### config.mk
export PLATFORM = sky130hd
export DESIGN_NAME = flash_fetch_top
export DESIGN_NICKNAME = d
export VERILOG_FILES = /design/src/hw/flash_fetch_pkg.sv /design/src/hw/flash_fetch_if.sv /design/src/hw/fetch_front.sv /design/src/hw/flash_fetch_top.sv /design/src/hw/flash_read_engine.sv /design/src/hw/spi_bit_clock.sv
export VERILOG_INCLUDE_DIRS = /design/src /design/src/hw
export SDC_FILE = /design/constraint.sdc
export NUM_CORES = 1
export LEC_CHECK = 0
export ABC_AREA = 1
export BUFFER_PORTS_ARGS = -buffer_cell sky130_fd_sc_hd__buf_2
export CELL_PAD_IN_SITES_DETAIL_PLACEMENT = 0
export CELL_PAD_IN_SITES_GLOBAL_PLACEMENT = 1
export CORE_MARGIN = 5
export CORE_UTILIZATION = 45
export DETAILED_ROUTE_END_ITERATION = 7
export PLACE_DENSITY_LB_ADDON = 0.25
export SYNTH_ARGS = -nofsm -noshare
export SYNTH_HDL_FRONTEND = slang
export SYNTH_HIERARCHICAL = 1
export SYNTH_SLANG_ARGS = --single-unit
### constraint.sdc
create_clock -name i_clock -period 3.1 [get_ports i_clock]
set_input_delay 0.31 -clock i_clock [delete_from_list [all_inputs] [get_ports i_clock]]
set_output_delay 0.31 -clock i_clock [all_outputs]
set_load 0.1 [all_outputs]
### src/hw/flash_fetch_defs.svh
/*
 * Constants for the serial flash word reader:
 *   SCK half period in system clocks,
 *   bit counts of the command/address and data phases,
 *   width of the flash address.
 */

`ifndef FLASH_FETCH_DEFS_SVH
`define FLASH_FETCH_DEFS_SVH

// System clocks per SCK half period. Any value of 1 or more is fine.
`define FLASH_SCK_HALF 2

// Opcode plus address, shifted out MSB first.
`define FLASH_CMD_BITS 32

`define FLASH_DATA_BITS 32

`define FLASH_ADDR_BITS 24

`endif

### src/hw/flash_fetch_pkg.sv
/*
 * Shared types for the serial flash word reader:
 *   data word and flash address types,
 *   flash opcode enum,
 *   read engine and request front end state enums.
 */

`default_nettype none

package flash_fetch_pkg;

    typedef logic [31:0] flash_word_t;  // Word returned to the requester.
    typedef logic [23:0] flash_addr_t;  // Byte address inside the 16 MB flash.

    typedef enum logic [7:0] {
        CMD_READ = 8'h03                // Standard slow read.
    } flash_cmd_t;

    typedef enum logic [1:0] {
        E_IDLE,
        E_SEND_CMD,
        E_RECV_DAT,
        E_DONE
    } engine_state_t;

    typedef enum logic [1:0] {
        F_IDLE,
        F_FETCH,
        F_HOLD
    } front_state_t;

endpackage

`default_nettype wire

### src/hw/flash_fetch_if.sv
/*
 * Internal interfaces of the flash word reader:
 *   flash_rd_if   word request from the front end to the read engine,
 *   spi_phase_if  SCK and shift/sample strobes between engine and bit clock.
 */

`timescale 1ns/1ps
`default_nettype none

interface flash_rd_if import flash_fetch_pkg::*; ();

    logic        req;                   // Level, held until done.
    flash_addr_t addr;                  // Word aligned, stable while req is high.
    logic        done;                  // One cycle pulse, rdata valid with it.
    flash_word_t rdata;

    modport requester (output req, output addr, input done, input rdata);
    modport responder (input req, input addr, output done, output rdata);

endinterface

interface spi_phase_if ();

    logic enable;                       // Keeps SCK running while high.
    logic sck;
    logic shift_stb;                    // Cycle that ends with SCK falling.
    logic sample_stb;                   // Cycle that ends with SCK rising.

    modport master (
        output enable,
        input  sck, shift_stb, sample_stb
    );
    modport clock_gen (
        input  enable,
        output sck, shift_stb, sample_stb
    );

endinterface

`default_nettype wire

### src/hw/fetch_front.sv
/*
 * Request front end of the flash word reader.
 * Holds the last fetched word with its word address, answers a repeated
 * address straight from that buffer and runs the request/ready level protocol.
 */

`timescale 1ns/1ps
`default_nettype none

module fetch_front
    import flash_fetch_pkg::*;
(
    input  logic          i_clock,
    input  logic          i_rst_n,
    input  logic          i_request,
    input  logic [31:0]   i_address,
    output flash_word_t   o_rdata,
    output logic          o_ready,
    flash_rd_if.requester rd
);

    front_state_t state;
    flash_word_t  buf_word;             // Last word fetched from flash.
    logic [21:0]  buf_tag;              // Address bits 23..2 of buf_word.
    logic         buf_valid;
    flash_addr_t  addr_q;
    logic         req_q;
    logic         ready_q;
    logic         hit;

    // Low two bits and bits 31..24 take no part in the compare.
    assign hit = buf_valid && (buf_tag == i_address[23:2]);

    assign rd.req   = req_q;
    assign rd.addr  = addr_q;
    assign o_rdata  = buf_word;
    assign o_ready  = ready_q;

    always_ff @(posedge i_clock) begin
        if (!i_rst_n) begin
            state     <= F_IDLE;
            req_q     <= 1'b0;
            ready_q   <= 1'b0;
            buf_valid <= 1'b0;
        end else begin
            case (state)
                F_IDLE: begin
                    ready_q <= 1'b0;
                    if (i_request) begin
                        if (hit) begin
                            state <= F_HOLD;    // Ready follows one clock later.
                        end else begin
                            req_q <= 1'b1;
                            state <= F_FETCH;
                        end
                    end
                end
                F_FETCH: begin
                    if (rd.done) begin
                        req_q     <= 1'b0;      // Engine sees req low next cycle.
                        buf_valid <= 1'b1;
                        ready_q   <= i_request;
                        state     <= F_HOLD;
                    end
                end
                F_HOLD: begin
                    ready_q <= i_request;       // Drops the clock after i_request.
                    if (!i_request) begin
                        state <= F_IDLE;
                    end
                end
                default: state <= F_IDLE;
            endcase
        end
    end

    always_ff @(posedge i_clock) begin
        if (state == F_IDLE && i_request && !hit) begin
            addr_q <= {i_address[23:2], 2'b00};
        end
        if (state == F_FETCH && rd.done) begin
            buf_word <= rd.rdata;
            buf_tag  <= addr_q[23:2];
        end
    end

endmodule

`default_nettype wire

### src/hw/flash_fetch_top.sv
/*
 * Top level of the flash word reader.
 * Connects the request front end, the read engine and the SPI bit clock,
 * with the requester and the flash pins as plain ports.
 */

`timescale 1ns/1ps
`default_nettype none

module flash_fetch_top
    import flash_fetch_pkg::*;
(
    input  logic        i_clock,
    input  logic        i_rst_n,
    input  logic        i_request,
    input  logic [31:0] i_address,
    output flash_word_t o_rdata,
    output logic        o_ready,
    output logic        o_spi_cs_n,
    output logic        o_spi_sck,
    output logic        o_spi_mosi,
    input  logic        i_spi_miso
);

    flash_rd_if  rd_bus ();
    spi_phase_if ph_bus ();

    assign o_spi_sck = ph_bus.sck;

    fetch_front u_front (
        .i_clock   (i_clock),
        .i_rst_n   (i_rst_n),
        .i_request (i_request),
        .i_address (i_address),
        .o_rdata   (o_rdata),
        .o_ready   (o_ready),
        .rd        (rd_bus.requester)
    );

    flash_read_engine u_engine (
        .i_clock    (i_clock),
        .i_rst_n    (i_rst_n),
        .rd         (rd_bus.responder),
        .ph         (ph_bus.master),
        .o_spi_cs_n (o_spi_cs_n),
        .o_spi_mosi (o_spi_mosi),
        .i_spi_miso (i_spi_miso)
    );

    spi_bit_clock u_bit_clock (
        .i_clock (i_clock),
        .i_rst_n (i_rst_n),
        .ph      (ph_bus.clock_gen)
    );

endmodule

`default_nettype wire

### src/hw/flash_read_engine.sv
/*
 * Serial flash read engine.
 * Sends the READ opcode and a 24-bit address MSB first on falling SCK,
 * then gathers four data bytes on rising SCK and returns them as a
 * little-endian word with a one-cycle done pulse.
 */

`timescale 1ns/1ps
`default_nettype none

`include "flash_fetch_defs.svh"

module flash_read_engine
    import flash_fetch_pkg::*;
(
    input  logic          i_clock,
    input  logic          i_rst_n,
    flash_rd_if.responder rd,
    spi_phase_if.master   ph,
    output logic          o_spi_cs_n,
    output logic          o_spi_mosi,
    input  logic          i_spi_miso
);

    localparam int MAX_BITS = (`FLASH_CMD_BITS > `FLASH_DATA_BITS) ?
                              `FLASH_CMD_BITS : `FLASH_DATA_BITS;
    localparam int CNT_W    = $clog2(MAX_BITS + 1);

    engine_state_t               state;
    logic [`FLASH_CMD_BITS-1:0]  cmd_sr;    // Opcode and address, MSB on MOSI.
    logic [`FLASH_DATA_BITS-1:0] rx_sr;
    logic [CNT_W-1:0]            bit_cnt;   // Bits left in the current phase.
    logic                        enable_q;
    logic                        done_q;

    assign o_spi_mosi = cmd_sr[`FLASH_CMD_BITS-1];
    assign ph.enable  = enable_q;
    assign rd.done    = done_q;

    // First byte on the wire lands in bits 7..0.
    assign rd.rdata = {rx_sr[7:0], rx_sr[15:8], rx_sr[23:16], rx_sr[31:24]};

    always_ff @(posedge i_clock) begin
        if (!i_rst_n) begin
            state      <= E_IDLE;
            o_spi_cs_n <= 1'b1;
            enable_q   <= 1'b0;
            done_q     <= 1'b0;
            cmd_sr     <= '0;
            bit_cnt    <= '0;
        end else begin
            done_q <= 1'b0;
            case (state)
                E_IDLE: begin
                    // req is still high in the done cycle, so skip that one.
                    if (rd.req && !done_q) begin
                        o_spi_cs_n <= 1'b0;
                        enable_q   <= 1'b1;
                        cmd_sr     <= {CMD_READ, rd.addr[`FLASH_ADDR_BITS-1:0]};
                        bit_cnt    <= CNT_W'(`FLASH_CMD_BITS);
                        state      <= E_SEND_CMD;
                    end
                end
                E_SEND_CMD: begin
                    if (ph.shift_stb) begin
                        cmd_sr <= {cmd_sr[`FLASH_CMD_BITS-2:0], 1'b0};
                        if (bit_cnt == CNT_W'(1)) begin
                            bit_cnt <= CNT_W'(`FLASH_DATA_BITS);
                            state   <= E_RECV_DAT;
                        end else begin
                            bit_cnt <= bit_cnt - CNT_W'(1);
                        end
                    end
                end
                E_RECV_DAT: begin
                    if (ph.sample_stb) begin
                        if (bit_cnt == CNT_W'(1)) begin
                            state <= E_DONE;
                        end else begin
                            bit_cnt <= bit_cnt - CNT_W'(1);
                        end
                    end
                end
                E_DONE: begin
                    // Close the transfer on the falling edge so SCK ends low.
                    if (ph.shift_stb) begin
                        o_spi_cs_n <= 1'b1;
                        enable_q   <= 1'b0;
                        done_q     <= 1'b1;
                        state      <= E_IDLE;
                    end
                end
                default: state <= E_IDLE;
            endcase
        end
    end

    always_ff @(posedge i_clock) begin
        if (state == E_RECV_DAT && ph.sample_stb) begin
            rx_sr <= {rx_sr[`FLASH_DATA_BITS-2:0], i_spi_miso};
        end
    end

endmodule

`default_nettype wire

### src/hw/spi_bit_clock.sv
/*
 * SPI bit clock for mode 0 transfers.
 * Divides the system clock into SCK and flags the cycles that end with a
 * rising edge (sample) or a falling edge (shift) while enabled.
 */

`timescale 1ns/1ps
`default_nettype none

`include "flash_fetch_defs.svh"

module spi_bit_clock (
    input  logic            i_clock,
    input  logic            i_rst_n,
    spi_phase_if.clock_gen  ph
);

    localparam int               DIV_W    = $clog2(`FLASH_SCK_HALF + 1);
    localparam logic [DIV_W-1:0] DIV_LAST = DIV_W'(`FLASH_SCK_HALF - 1);

    logic [DIV_W-1:0] div_cnt;          // Clocks spent in the current half period.
    logic             sck_q;
    logic             edge_due;         // SCK toggles at the end of this cycle.

    assign edge_due      = ph.enable && (div_cnt == DIV_LAST);
    assign ph.sck        = sck_q;
    assign ph.sample_stb = edge_due && !sck_q;
    assign ph.shift_stb  = edge_due && sck_q;

    always_ff @(posedge i_clock) begin
        if (!i_rst_n || !ph.enable) begin
            div_cnt <= '0;
            sck_q   <= 1'b0;                // Idle low between transfers.
        end else if (div_cnt == DIV_LAST) begin
            div_cnt <= '0;
            sck_q   <= ~sck_q;
        end else begin
            div_cnt <= div_cnt + DIV_W'(1);
        end
    end

endmodule

`default_nettype wire

Yosys cells after proc, flatten, opt, wreduce, memory -nomap -nowiden
Cells that the tools add are included.

Register bits after elaboration: 159. Input bits: 36. Output and inout port bits: 36. Logic and storage cells: 104.

$add $sub $neg: 2. Eq/ne operators: 19. Mux-type cells: 34. Bitwise gates (word level): 1. Reduce and logical (&&, ||, !) cells: 32.

Operators with widths (count): 32-bit two-way mux (2); 32-bit case mux with 2 select lines (1); 6-bit two-way mux (5); 22-bit equality test (1); 2-bit two-way mux (10); 6-bit case mux with 3 select lines (1); 2-bit != test (second input constant) (6); 2-bit by 1-bit != test with 1-bit output (second input constant) (5); 1-bit logical AND (9); 1-bit two-way mux (9); 3-bit AND reduction (3); 2-bit case mux with 4 select lines (1); 2-bit by 1-bit equality test with 1-bit output (second input constant) (3); 2-bit equality test (second input constant) (3); 6-bit by 1-bit equality test with 1-bit output (second input constant) (1); 1-bit case mux with 2 select lines (3); 2-bit case mux with 3 select lines (1); 2-bit AND reduction (3); 6-bit AND reduction (1); 2-bit nonzero test (3); 3-bit nonzero test (2); 6-bit by 1-bit subtractor with 6-bit output (second input constant) (1); 1-bit logical NOT (5); 5-bit AND reduction (1); other kinds (7) (8).

Depth between registers and ports, before layout
Gate-level depths: netlist of run 1.

Depth in word-level cells: 5. Depth in mapped cells: 13. Mapped depth without buffers: 13.

Hierarchy
Netlist of run 1, hierarchy kept.

By module, submodules not included: flash_read_engine (times used 1, cells an instance 358, area each 3135.5 µm², seq. area each 1821.7 µm²); fetch_front (times used 1, cells an instance 232, area each 3044.2 µm², seq. area each 2382.3 µm²); spi_bit_clock (times used 1, cells an instance 17, area each 128.9 µm², seq. area each 60.1 µm²).

Worst setup path after synthesis of run 1
Ideal clock, no wire load.

Path kind: reg2reg. Start point: register u_front.buf_tag[10]. End point: register u_front.addr_q[10], in the netlist u_front/rd.addr[10], enable pin. Library setup time: 401 ps. Arrival: 1752 ps. Data required time: 2699 ps. Path slack: 947 ps. Cell stages (with the launch flop): 10. Buffers on the path: 0. Clock period less this slack: 2153 ps. Path through: edfxtp_1 -> nand2_1 -> inv_1 -> nor2_1 -> nor2_1 -> nand2_1 -> nor2_2 -> nand3_1 -> nand2_1 -> nor2_1.

Cells in the longest elaborated chain, start to end: 4.

Ends and longest elaborated chain: start: declaration (RTL line fetch_front.sv:24) `logic [21:0] buf_tag;`; start signal: assignment (RTL line fetch_front.sv:83) `buf_tag <= addr_q[23:2];`; 22-bit equality test (RTL line fetch_front.sv:32) `assign hit = buf_valid && (buf_tag == i_address[23:2]);`; 1-bit logical AND (RTL line fetch_front.sv:32); 1-bit logical NOT (RTL line fetch_front.sv:78) `if (state == F_IDLE && i_request && !hit) begin`; 1-bit logical AND (RTL line fetch_front.sv:78); end signal: assignment (RTL line fetch_front.sv:79) `addr_q <= {i_address[23:2], 2'b00};`; end: declaration (RTL line fetch_front.sv:26) `flash_addr_t addr_q;`.

Every way passes these cells. A chain may end at the register's enable or synchronous reset.

Final worst setup path of run 1
Start point: register u_bit_clock.div_cnt[0]. End point: register u_engine.cmd_sr[6].

Cells in the longest elaborated chain, start to end: 5.

Ends and longest elaborated chain: start: declaration (RTL line spi_bit_clock.sv:21) `logic [DIV_W-1:0] div_cnt;`; start signal: assignment (RTL line spi_bit_clock.sv:38) `div_cnt <= div_cnt + DIV_W'(1);`; 2-bit by 1-bit equality test with 1-bit output (RTL line spi_bit_clock.sv:25) `assign edge_due = ph.enable && (div_cnt == DIV_LAST);`; 1-bit logical AND (RTL line spi_bit_clock.sv:25); 1-bit logical AND (RTL line spi_bit_clock.sv:28) `assign ph.shift_stb = edge_due && sck_q;`; net ph_bus.shift_stb (RTL line flash_fetch_if.sv:26) `logic shift_stb;`; 2-bit != test (no line); 3-bit AND reduction (no line); end signal: assignment (RTL line flash_read_engine.sv:59) `` cmd_sr <= {CMD_READ, rd.addr[`FLASH_ADDR_BITS-1:0]}; ``; end signal: assignment (RTL line flash_read_engine.sv:66) `` cmd_sr <= {cmd_sr[`FLASH_CMD_BITS-2:0], 1'b0}; ``; end: declaration (RTL line flash_read_engine.sv:30) `` logic [`FLASH_CMD_BITS-1:0] cmd_sr; ``.

The timed path passes the listed nets, and every way through them passes these cells.

==> results.cfg, run 1 <==
[status]
status = completed

[routing]
drc = 0
ant_nets = 0
via_per_inst = 4.71
wl_per_cell_um = 13.6
vias = 4106
routed_wl_um = 11900
drt_pre_antenna_iters = 4
drtIter0Drc = 245

[synth]
synthSimpleGateAreaFrac_pct = 19.8
synthArstFlopShare_pct = 0
synth_top_area_share_pct = 51.4
synth-seq-cells = 159
synth_edf_count = 108
syn_avg_cell_area_sq_um = 10.4
synthAdderAreaFrac_pct = 2.38
synth_top_family_by_area = simple AND/OR/NAND/NOR gates
yosys-top-cells-count = nand2_1, edfxtp_1, nor2_1
synth_compound_area_share_pct = 4.60
synthTopCellsByArea = edfxtp_1, dfxtp_1, nand2_1
synth_xor_area_share_pct = 0.139
synth_most_common_cell = nand2_1
yosys.area.top_type = edfxtp_1
synthFlopType = edfxtp_1
syn_area_sq_um = 6310
postSynthCellCount = 607
synth_mux_area_share_pct = 0
ys_seq_area_share_pct = 67.6
ys.warnings.count = 6
yosysUniqueCellTypes = 38

[placed_design]
dp_worst_setup_slack_ns = 1.02
hpwlAfterDp_um = 7840
port_buffers = 61
place.gp.congestion = 0.776

[cts]
clk_latency_ns = 0.42
path_clk_slew_ns = 0.07
post_cts_buffers = 0
cts_buffers = 17
cts_resized = 0
cts_tree = done
cts_buffer_depth = 2
h-tree-depth = 4
cts-hold-fix-buffers = 0
root_buffer = clkbuf_16
clock-sinks = 159

[floorplanning]
die_area_sq_um = 16500
num_io_pins = 72
coreArea_sq_um = 13800
die_h_um = 128
num_rows = 43
start_util_pct = 45.6
die_x_um = 128

[finish]
layout-drive-gt1-share_pct = 18.2
n_antenna_cell = 0
fillers = 1253
nets = 726
synthToLayoutAreaGrowth_pct = 17.5
final_core_util_pct = 53.6

[power]
comb_power_share_pct = 22.0
pwr-share-clk_pct = 34.9
p_sw_share_pct = 32.2
p_seq_share_pct = 43.1
p_int_mw = 4.18
power_density_nw_per_um2 = 831
p_leak_nw = 3.09
ir_drop_mv = 0.407
switching_power_mw = 1.98
power_mw = 6.16

[timing]
whs_ns = 0.0597
max-slew-margin-rel_pct = 52.6
fin_skew_ns = 0.0106
fin_ws_ns = 0.986
grt_setup_unrepaired = no
fin_crit_sh_pct = 68.2
final-hold-violation-count = 0
drv_slew = 0
setup_viol = 0
post-route-min-period_ns = 2.11
worst_pin_slew_ns = 0.711
fmax_ghz = 0.473
final.setup.tns_ns = 0

[worst_setup_path]
worst-setup-path-type = flop to flop
crit_path_start = u_bit_clock/div_cnt[0]
reg2reg_depth = 10
crit_required_ns = 3.46
max_stage_delay_ns = 0.39
crit_path_end = u_engine/cmd_sr[6]
reg2reg_from = u_bit_clock/div_cnt[0]
start_kind = flop
crit_slowest_cell = inv_2
cp_cell_sequence = ha_1 > nand2_1 > nor2_1 > inv_1 > nand2_2 > o211ai_2 > buf_4 > inv_2 > nor2_1 > nor2_1
r2r_end = u_engine/cmd_sr[6]
crit_arrival_ns = 2.47
end_kind = flop
crit_top_cell = nor2_1
worst-r2r-setup-slack_ns = 0.99
cp_max_fo = 31

[grt]
grt-ovfl-total = 0
antenna_found_initial = 0
grt_pass1_vias = 3976
grt_max_degree = 38
grt_pass1_wl_um = 19500
track_usage_pct = 15.4

[min_path]
hold_path_class = input port to flop

[job]
max_cap_viol_count = 0
## final cells by class
type / count / area [sq um] / area share (%)
clock buffer: 17 / 425 / 5.74
clock inverter: 15 / 188 / 2.53
inverter: 66 / 248 / 3.34
multi-input combinational: 368 / 1710 / 23.1
sequential: 159 / 4260 / 57.5
tap: 180 / 225 / 3.04
timing repair buffer: 66 / 355 / 4.79
## per-stage QoR
stage	std cells	instance area, sq um
6_report	871	7410
5_1_grt	871	7410
4_1_cts	871	7410
3_5_place_dp	839	6800
3_3_place_gp	839	6800
2_1_floorplan	608	6310
## how the worst min path moves through the flow
stage,from,to,depth (start not counted)
final,i_spi_miso,u_engine/rx_sr[0],1
after global routing,i_spi_miso,u_engine/rx_sr[0],1
after CTS,i_spi_miso,u_engine/rx_sr[0],1
after detailed placement,u_engine/rx_sr[31],u_front/o_rdata[7],0
after global placement,u_engine/rx_sr[31],u_front/o_rdata[7],0
after floorplan,u_engine/rx_sr[31],u_front/o_rdata[7],0
## critical path, delay by kind of cell, from the launching register on
family / cells / cell delay (ns)
AOI/OAI and AO/OA: 1 / 0.08
adders and majority gates: 1 / 0.25
buffers and inverters: 3 / 0.73
DFF: 1 / 0.34
and+or+nand+nor: 5 / 0.63
## metal layers
| metal | global-route usage [%] | part of all wire (%) | vias up |
|---|---|---|---|
| met3 | 5.15 | 4.2 | 10 |
| li1 | - | - | 2109 |
| met1 | 19.5 | 47 | 1929 |
| met5 | 0 | 0 | - |
| met4 | 5.49 | 0.88 | 0 |
| met2 | 24.9 | 48 | 58 |
## power groups by stage
stage          combinational, mW  sequential, mW  clock (mW)
2_1_floorplan               1.07            2.72           0
3_3_place_gp                1.33            2.69           0
3_5_place_dp                1.36            2.70           0
4_1_cts                     1.37            2.65        2.21
5_1_grt                     1.56            2.68        2.31
6_report                    1.36            2.65        2.15
## cell usage in the layout (no fill, tap or decap), drive strengths merged, types with 2 or more instances in the layout
cell / n
dfxtp: 51
bufinv: 2
nand2: 175
edfxtp: 108
buf: 66
clkinv: 2
nand3: 16
nor3: 4
conb: 2
ha: 12
o211ai: 2
inv: 76
clkbuf: 17
nor2: 96
o21ai: 35
nand4: 6
a21oi: 14
## flip-flops by register name (all words and copies together) (netlist names), 2 cells and up
name	count
u_engine/bit_cnt	6
u_front/o_rdata	32
u_bit_clock/div_cnt	2
u_front/state	2
u_front/buf_tag	22
u_engine/state	2
u_engine/cmd_sr	32
u_front/rd.addr	22
u_engine/rx_sr	32
## cell families after synthesis
family | count (synthesis)
other | 1
adder cells (fa/ha/maj) | 12
buffers and inverters | 81
flip-flops | 159
AO/OA/AOI/OAI | 53
AND/OR/NAND/NOR | 300
XOR/XNOR | 1
(Power assumes the default switching activity.)
==> inputs of run 2 (changes only) <==
==> constraint.sdc (replaced) <==
create_clock -name i_clock -period 2.2 [get_ports i_clock]
set_input_delay 0.22 -clock i_clock [delete_from_list [all_inputs] [get_ports i_clock]]
set_output_delay 0.22 -clock i_clock [all_outputs]
set_load 0.1 [all_outputs]
==> run 2 against run 1 <==
  * Wire length rose by 0.80%
  * Cell area rose by 2.8%
  * Global-route usage rose by 0.20 points
  * Sequential power rose by 41%
  * Sequential cell count did not move
  * Clock power rose by 33%
  * Total power rose by 39%
  * Largest power group unchanged
==> results.cfg, run 2 (synthesized netlist as in run 1, its figures left out) <==
[routing]
drtIter0Drc = 247
wl_per_cell_um = 13.4
drt_pre_antenna_iters = 4
routed_wl_um = 12000
drc = 0
ant_nets = 0
vias = 4153
via_per_inst = 4.65

[power]
comb_power_share_pct = 22.8
p_leak_nw = 3.17
p_seq_share_pct = 43.6
p_int_mw = 5.70
p_sw_share_pct = 33.4
ir_drop_mv = 0.519
pwr-share-clk_pct = 33.5
power_density_nw_per_um2 = 1120
switching_power_mw = 2.86

[finish]
final_cell_mix = nand2_1, edfxtp_1, nor2_1
layout-drive-gt1-share_pct = 17.8
final_common_cell = nand2_1
synthToLayoutAreaGrowth_pct = 20.8
final_core_util_pct = 55.1
nets = 748
n_antenna_cell = 0

[grt]
antenna_found_initial = 0
met2_usage_pct = 24.2
met1_usage_pct = 21.2
grt_pass1_vias = 4170
grt_pass1_wl_um = 20100
track_usage_pct = 15.6
gr-usage-met3_pct = 4.36
grt_max_degree = 56
grt-busiest-layer = met2
grt-ovfl-total = 0

[cts]
clock-sinks = 159
cts_buffers = 17
post_cts_buffers = 0
cts_buffer_depth = 2
cts-hold-fix-buffers = 19
path_clk_slew_ns = 0.07
cts_resized = 0
cts_tree = done
h-tree-depth = 4
root_buffer = clkbuf_16
clk_latency_ns = 0.43

[worst_setup_path]
crit_slowest_cell = dlygate4sd3_1
cp_cell_sequence = dlygate4sd3_1 > buf_2 > inv_1 > nand2_1 > nand2_1 > nor2_1 > nand2_1 > nor2_2 > nand3_1 > nand2_1 > nor2_2 > buf_4
crit_arrival_ns = 2.01
end_kind = flop
crit_required_ns = 2.34
crit_top_cell = nand2_1
max_stage_delay_ns = 0.54
worst-setup-path-type = input port to flop
cp_max_fo = 22
start_kind = input port

[timing]
final.setup.tns_ns = 0
final-hold-violation-count = 0
post-route-min-period_ns = 1.87
setup_viol = 0
fin_crit_sh_pct = 84.8
fmax_ghz = 0.536
drv_slew = 0
fin_skew_ns = 0.00847
grt_setup_unrepaired = no

[min_path]
hold_path_class = input port to flop

[floorplanning]
coreArea_sq_um = 13800
num_rows = 43
die_h_um = 128
die_x_um = 128
num_io_pins = 72
die_area_sq_um = 16500
start_util_pct = 45.6

[placed_design]
hpwlAfterDp_um = 7730
place.gp.congestion = 0.785
port_buffers = 61

[status]
status = completed

[job]
max_cap_viol_count = 0
## run 2: changes by cell type in the layout (fill, tap and decap cells not counted), sizes merged
cell         change
dlygate4sd3     +21
bufinv           -2
clkinv           +2
clkinvlp         +2
inv              -2
buf              +1
## run 2: power groups by stage
stage / Sequential [mW] / Combinational [mW] / Clock, mW
after floorplan: 3.83 / 1.50 / 0
final: 3.74 / 1.96 / 2.87
after CTS: 3.74 / 1.97 / 2.95
after detailed placement: 3.79 / 1.94 / 0
after global placement: 3.79 / 1.88 / 0
after global routing: 3.78 / 2.25 / 3.11
## run 2: final cells by class
class,instances,area [sq um]
Tap cell,180,225
Clock buffer,17,425
Timing Repair Buffer,88,586
Fill cell,1203,6210
Multi-Input combinational cell,368,1710
Inverter,66,248
Clock inverter,15,163
Sequential cell,159,4260
## run 2: path summary, 6_finish.rpt
kind,slack (ns),depth (start not counted),from,to
setup / recovery,0.33,12,i_address[18],u_front/rd.addr[3]
hold / removal,0.03,1,i_address[7],u_front/rd.addr[7]
setup reg to reg,0.39,9,u_bit_clock/div_cnt[0],u_engine/cmd_sr[12]
hold reg to reg,0.42,0,u_engine/rx_sr[31],u_front/o_rdata[7]
## run 2: worst max-delay path, delay by kind of cell
kind / cells / cell delay (ns)
and+or+nand+nor: 8 / 0.83
buffers and inverters: 4 / 0.94
## run 2: metrics by stage
| stage | cell area [sq um] | power, mW | hold slack, ns | worst slack, ns | cells |
|---|---|---|---|---|---|
| CTS | 7600 | 8.66 | 0.000331 | 0.371 | 891 |
| global route | 7620 | 9.13 | 0.000210 | 0.207 | 893 |
| global placement | 6820 | 5.67 | 0.399 | 0.468 | 840 |
| finish | 7620 | 8.56 | 0.0275 | 0.333 | 893 |
| floorplan | 6310 | 5.33 | 0.319 | 0.0470 | 608 |
| detailed placement | 6820 | 5.73 | 0.402 | 0.390 | 840 |
## run 2: layer usage
metal	up-vias	part of all wire, %
met5	-	0
met4	0	1.0
met3	8	4.2
met2	73	46
met1	1918	49
li1	2154	-
==> inputs of run 3 (changes only) <==
==> constraint.sdc (replaced) <==
create_clock -name i_clock -period 1.8 [get_ports i_clock]
set_input_delay 0.18 -clock i_clock [delete_from_list [all_inputs] [get_ports i_clock]]
set_output_delay 0.18 -clock i_clock [all_outputs]
set_load 0.1 [all_outputs]
==> run 3 against run 2 <==
  * Clock-buffer cell count increased by 1
  * Combinational power increased by 30%
  * Largest cell class unchanged
  * Total power increased by 24%
  * Highest routed layer unchanged
  * Die area unchanged
  * Sequential cell count unchanged
==> results.cfg, run 3 (synthesized netlist as in run 1, its figures left out) <==
[status]
status = completed

[worst_setup_path]
crit_arrival_ns = 1.84
start_kind = input port
crit_path_start = i_address[17]
cp_max_fo = 19
reg2reg_depth = 7
crit_required_ns = 1.98
crit_path_end = u_front/rd.addr[9]
reg2reg_from = u_engine/state[0]
r2r_end = u_engine/cmd_sr[4]
worst-setup-path-type = input port to flop
end_kind = flop
worst-r2r-setup-slack_ns = 0.15

[placed_design]
hpwlAfterDp_um = 8080
port_buffers = 61
place.gp.congestion = 0.749

[timing]
fin_skew_ns = 0.0136
post-route-min-period_ns = 1.67
fmax_ghz = 0.600
drv_slew = 0
fin_crit_sh_pct = 92.5
setup_viol = 0
final-hold-violation-count = 0
grt_setup_unrepaired = no
final.setup.tns_ns = 0

[cts]
cts_tree = done
path_clk_slew_ns = 0.07
cts_buffers = 17
root_buffer = clkbuf_16
h-tree-depth = 4
clock-sinks = 159
clk_latency_ns = 0.43
cts_buffer_depth = 2

[routing]
drc = 0
drtIter0Drc = 214
routed_wl_um = 12100
wl_per_cell_um = 13.5
via_per_inst = 4.67
vias = 4210
ant_nets = 0
drt_pre_antenna_iters = 5

[grt]
grt_pass1_vias = 4242
grt-ovfl-total = 0
antenna_found_initial = 0
track_usage_pct = 15.9
grt_max_degree = 37
grt_pass1_wl_um = 20400

[floorplanning]
start_util_pct = 45.6
num_rows = 43
die_x_um = 128
num_io_pins = 72
die_area_sq_um = 16500
die_h_um = 128
coreArea_sq_um = 13800

[power]
power_density_nw_per_um2 = 1370
power_mw = 10.6
p_leak_nw = 3.20
ir_drop_mv = 0.700

[finish]
layout-drive-gt1-share_pct = 19.7
nets = 756
synthToLayoutAreaGrowth_pct = 23.0
final_common_cell = nand2_1
final_cell_mix = nand2_1, edfxtp_1, nor2_1
n_antenna_cell = 0

[min_path]
hold_path_class = input port to flop

[job]
max_cap_viol_count = 0
-- run 3: cell count changes in the layout (fill, tap and decap cells not counted), sizes merged --
cell | previous run | this run
dlygate4sd3 | 21 | 23
clkinv | 4 | 7
inv | 74 | 70
bufinv | 0 | 1
clkbuf | 17 | 18
buf | 67 | 73
clkinvlp | 3 | 2
-- run 3: worst min-delay path by stage --
| stage | to | startpoint | cells past startpoint | slack (ns) |
|---|---|---|---|---|
| floorplan | u_engine/rx_sr[0] | i_spi_miso | 0 | 0.28 |
| global placement | u_engine/rx_sr[0] | i_spi_miso | 1 | 0.36 |
| detailed placement | u_engine/rx_sr[0] | i_spi_miso | 1 | 0.36 |
| CTS | u_front/o_ready | i_request | 3 | 0.07 |
| global route | u_front/o_ready | i_request | 3 | 0.09 |
| finish | u_front/o_ready | i_request | 3 | 0.07 |
-- run 3: final cells by class --
cell class	instances	area [sq um]
fill	1152	6070
sequential	159	4270
multi-input combinational	368	1750
timing repair buffer	96	679
clock buffer	18	429
inverter	66	258
tap	180	225
clock inverter	14	144
-- run 3: metrics by stage --
step | area (sq um) | worst slack, ns | utilization, % | hold WS, ns | instances
after CTS | 7700 | 0.00341 | 55.7 | 0.0669 | 900
after global placement | 6900 | 0.0466 | 49.9 | 0.360 | 845
after detailed placement | 6900 | -0.0190 | 49.9 | 0.362 | 845
after floorplan | 6330 | 0.00388 | - | 0.279 | 608
final | 7760 | 0.135 | 56.1 | 0.0745 | 901
after global routing | 7760 | 0.0147 | 56.1 | 0.0921 | 901
-- run 3: worst max-delay path, cell delays in order --
cell and delay, ns:
dlygate4sd3_1 0.53, buf_2 0.14, nand2_1 0.06, nand2_1 0.05
nor2_1 0.16, nand2_1 0.11, nor2_4 0.16, nand3_1 0.10
nand2_1 0.13, nor2_4 0.05, buf_12 0.15
-- run 3: layer usage --
layer / up-vias / wire [um] / track usage [%]
li1: 2171 / - / -
met1: 1959 / 5740 / 20.4
met2: 66 / 5760 / 25.8
met3: 14 / 452 / 4.19
met4: 0 / 179 / 6.37
met5: - / 0 / 0
-- run 3: power by group --
part | internal, mW | switching, mW | leakage (nW)
clock | 1.95 | 1.54 | 0.282
sequential | 4.34 | 0.242 | 1.40
combinational | 0.885 | 1.66 | 1.52
total | 7.17 | 3.43 | 3.20
-- run 3: timing repair --
| item | 4_1_cts | 5_1_grt |
|---|---|---|
| pin swaps | 1 | 2 |
| gates resized for setup | 1 | 13 |
| gates cloned | 0 | 0 |
| endpoints found under the setup margin | 26 | 59 |
| endpoints found under the hold margin | 23 | 0 |
| hold buffers | 23 | 0 |
| setup buffers | 0 | 1 |
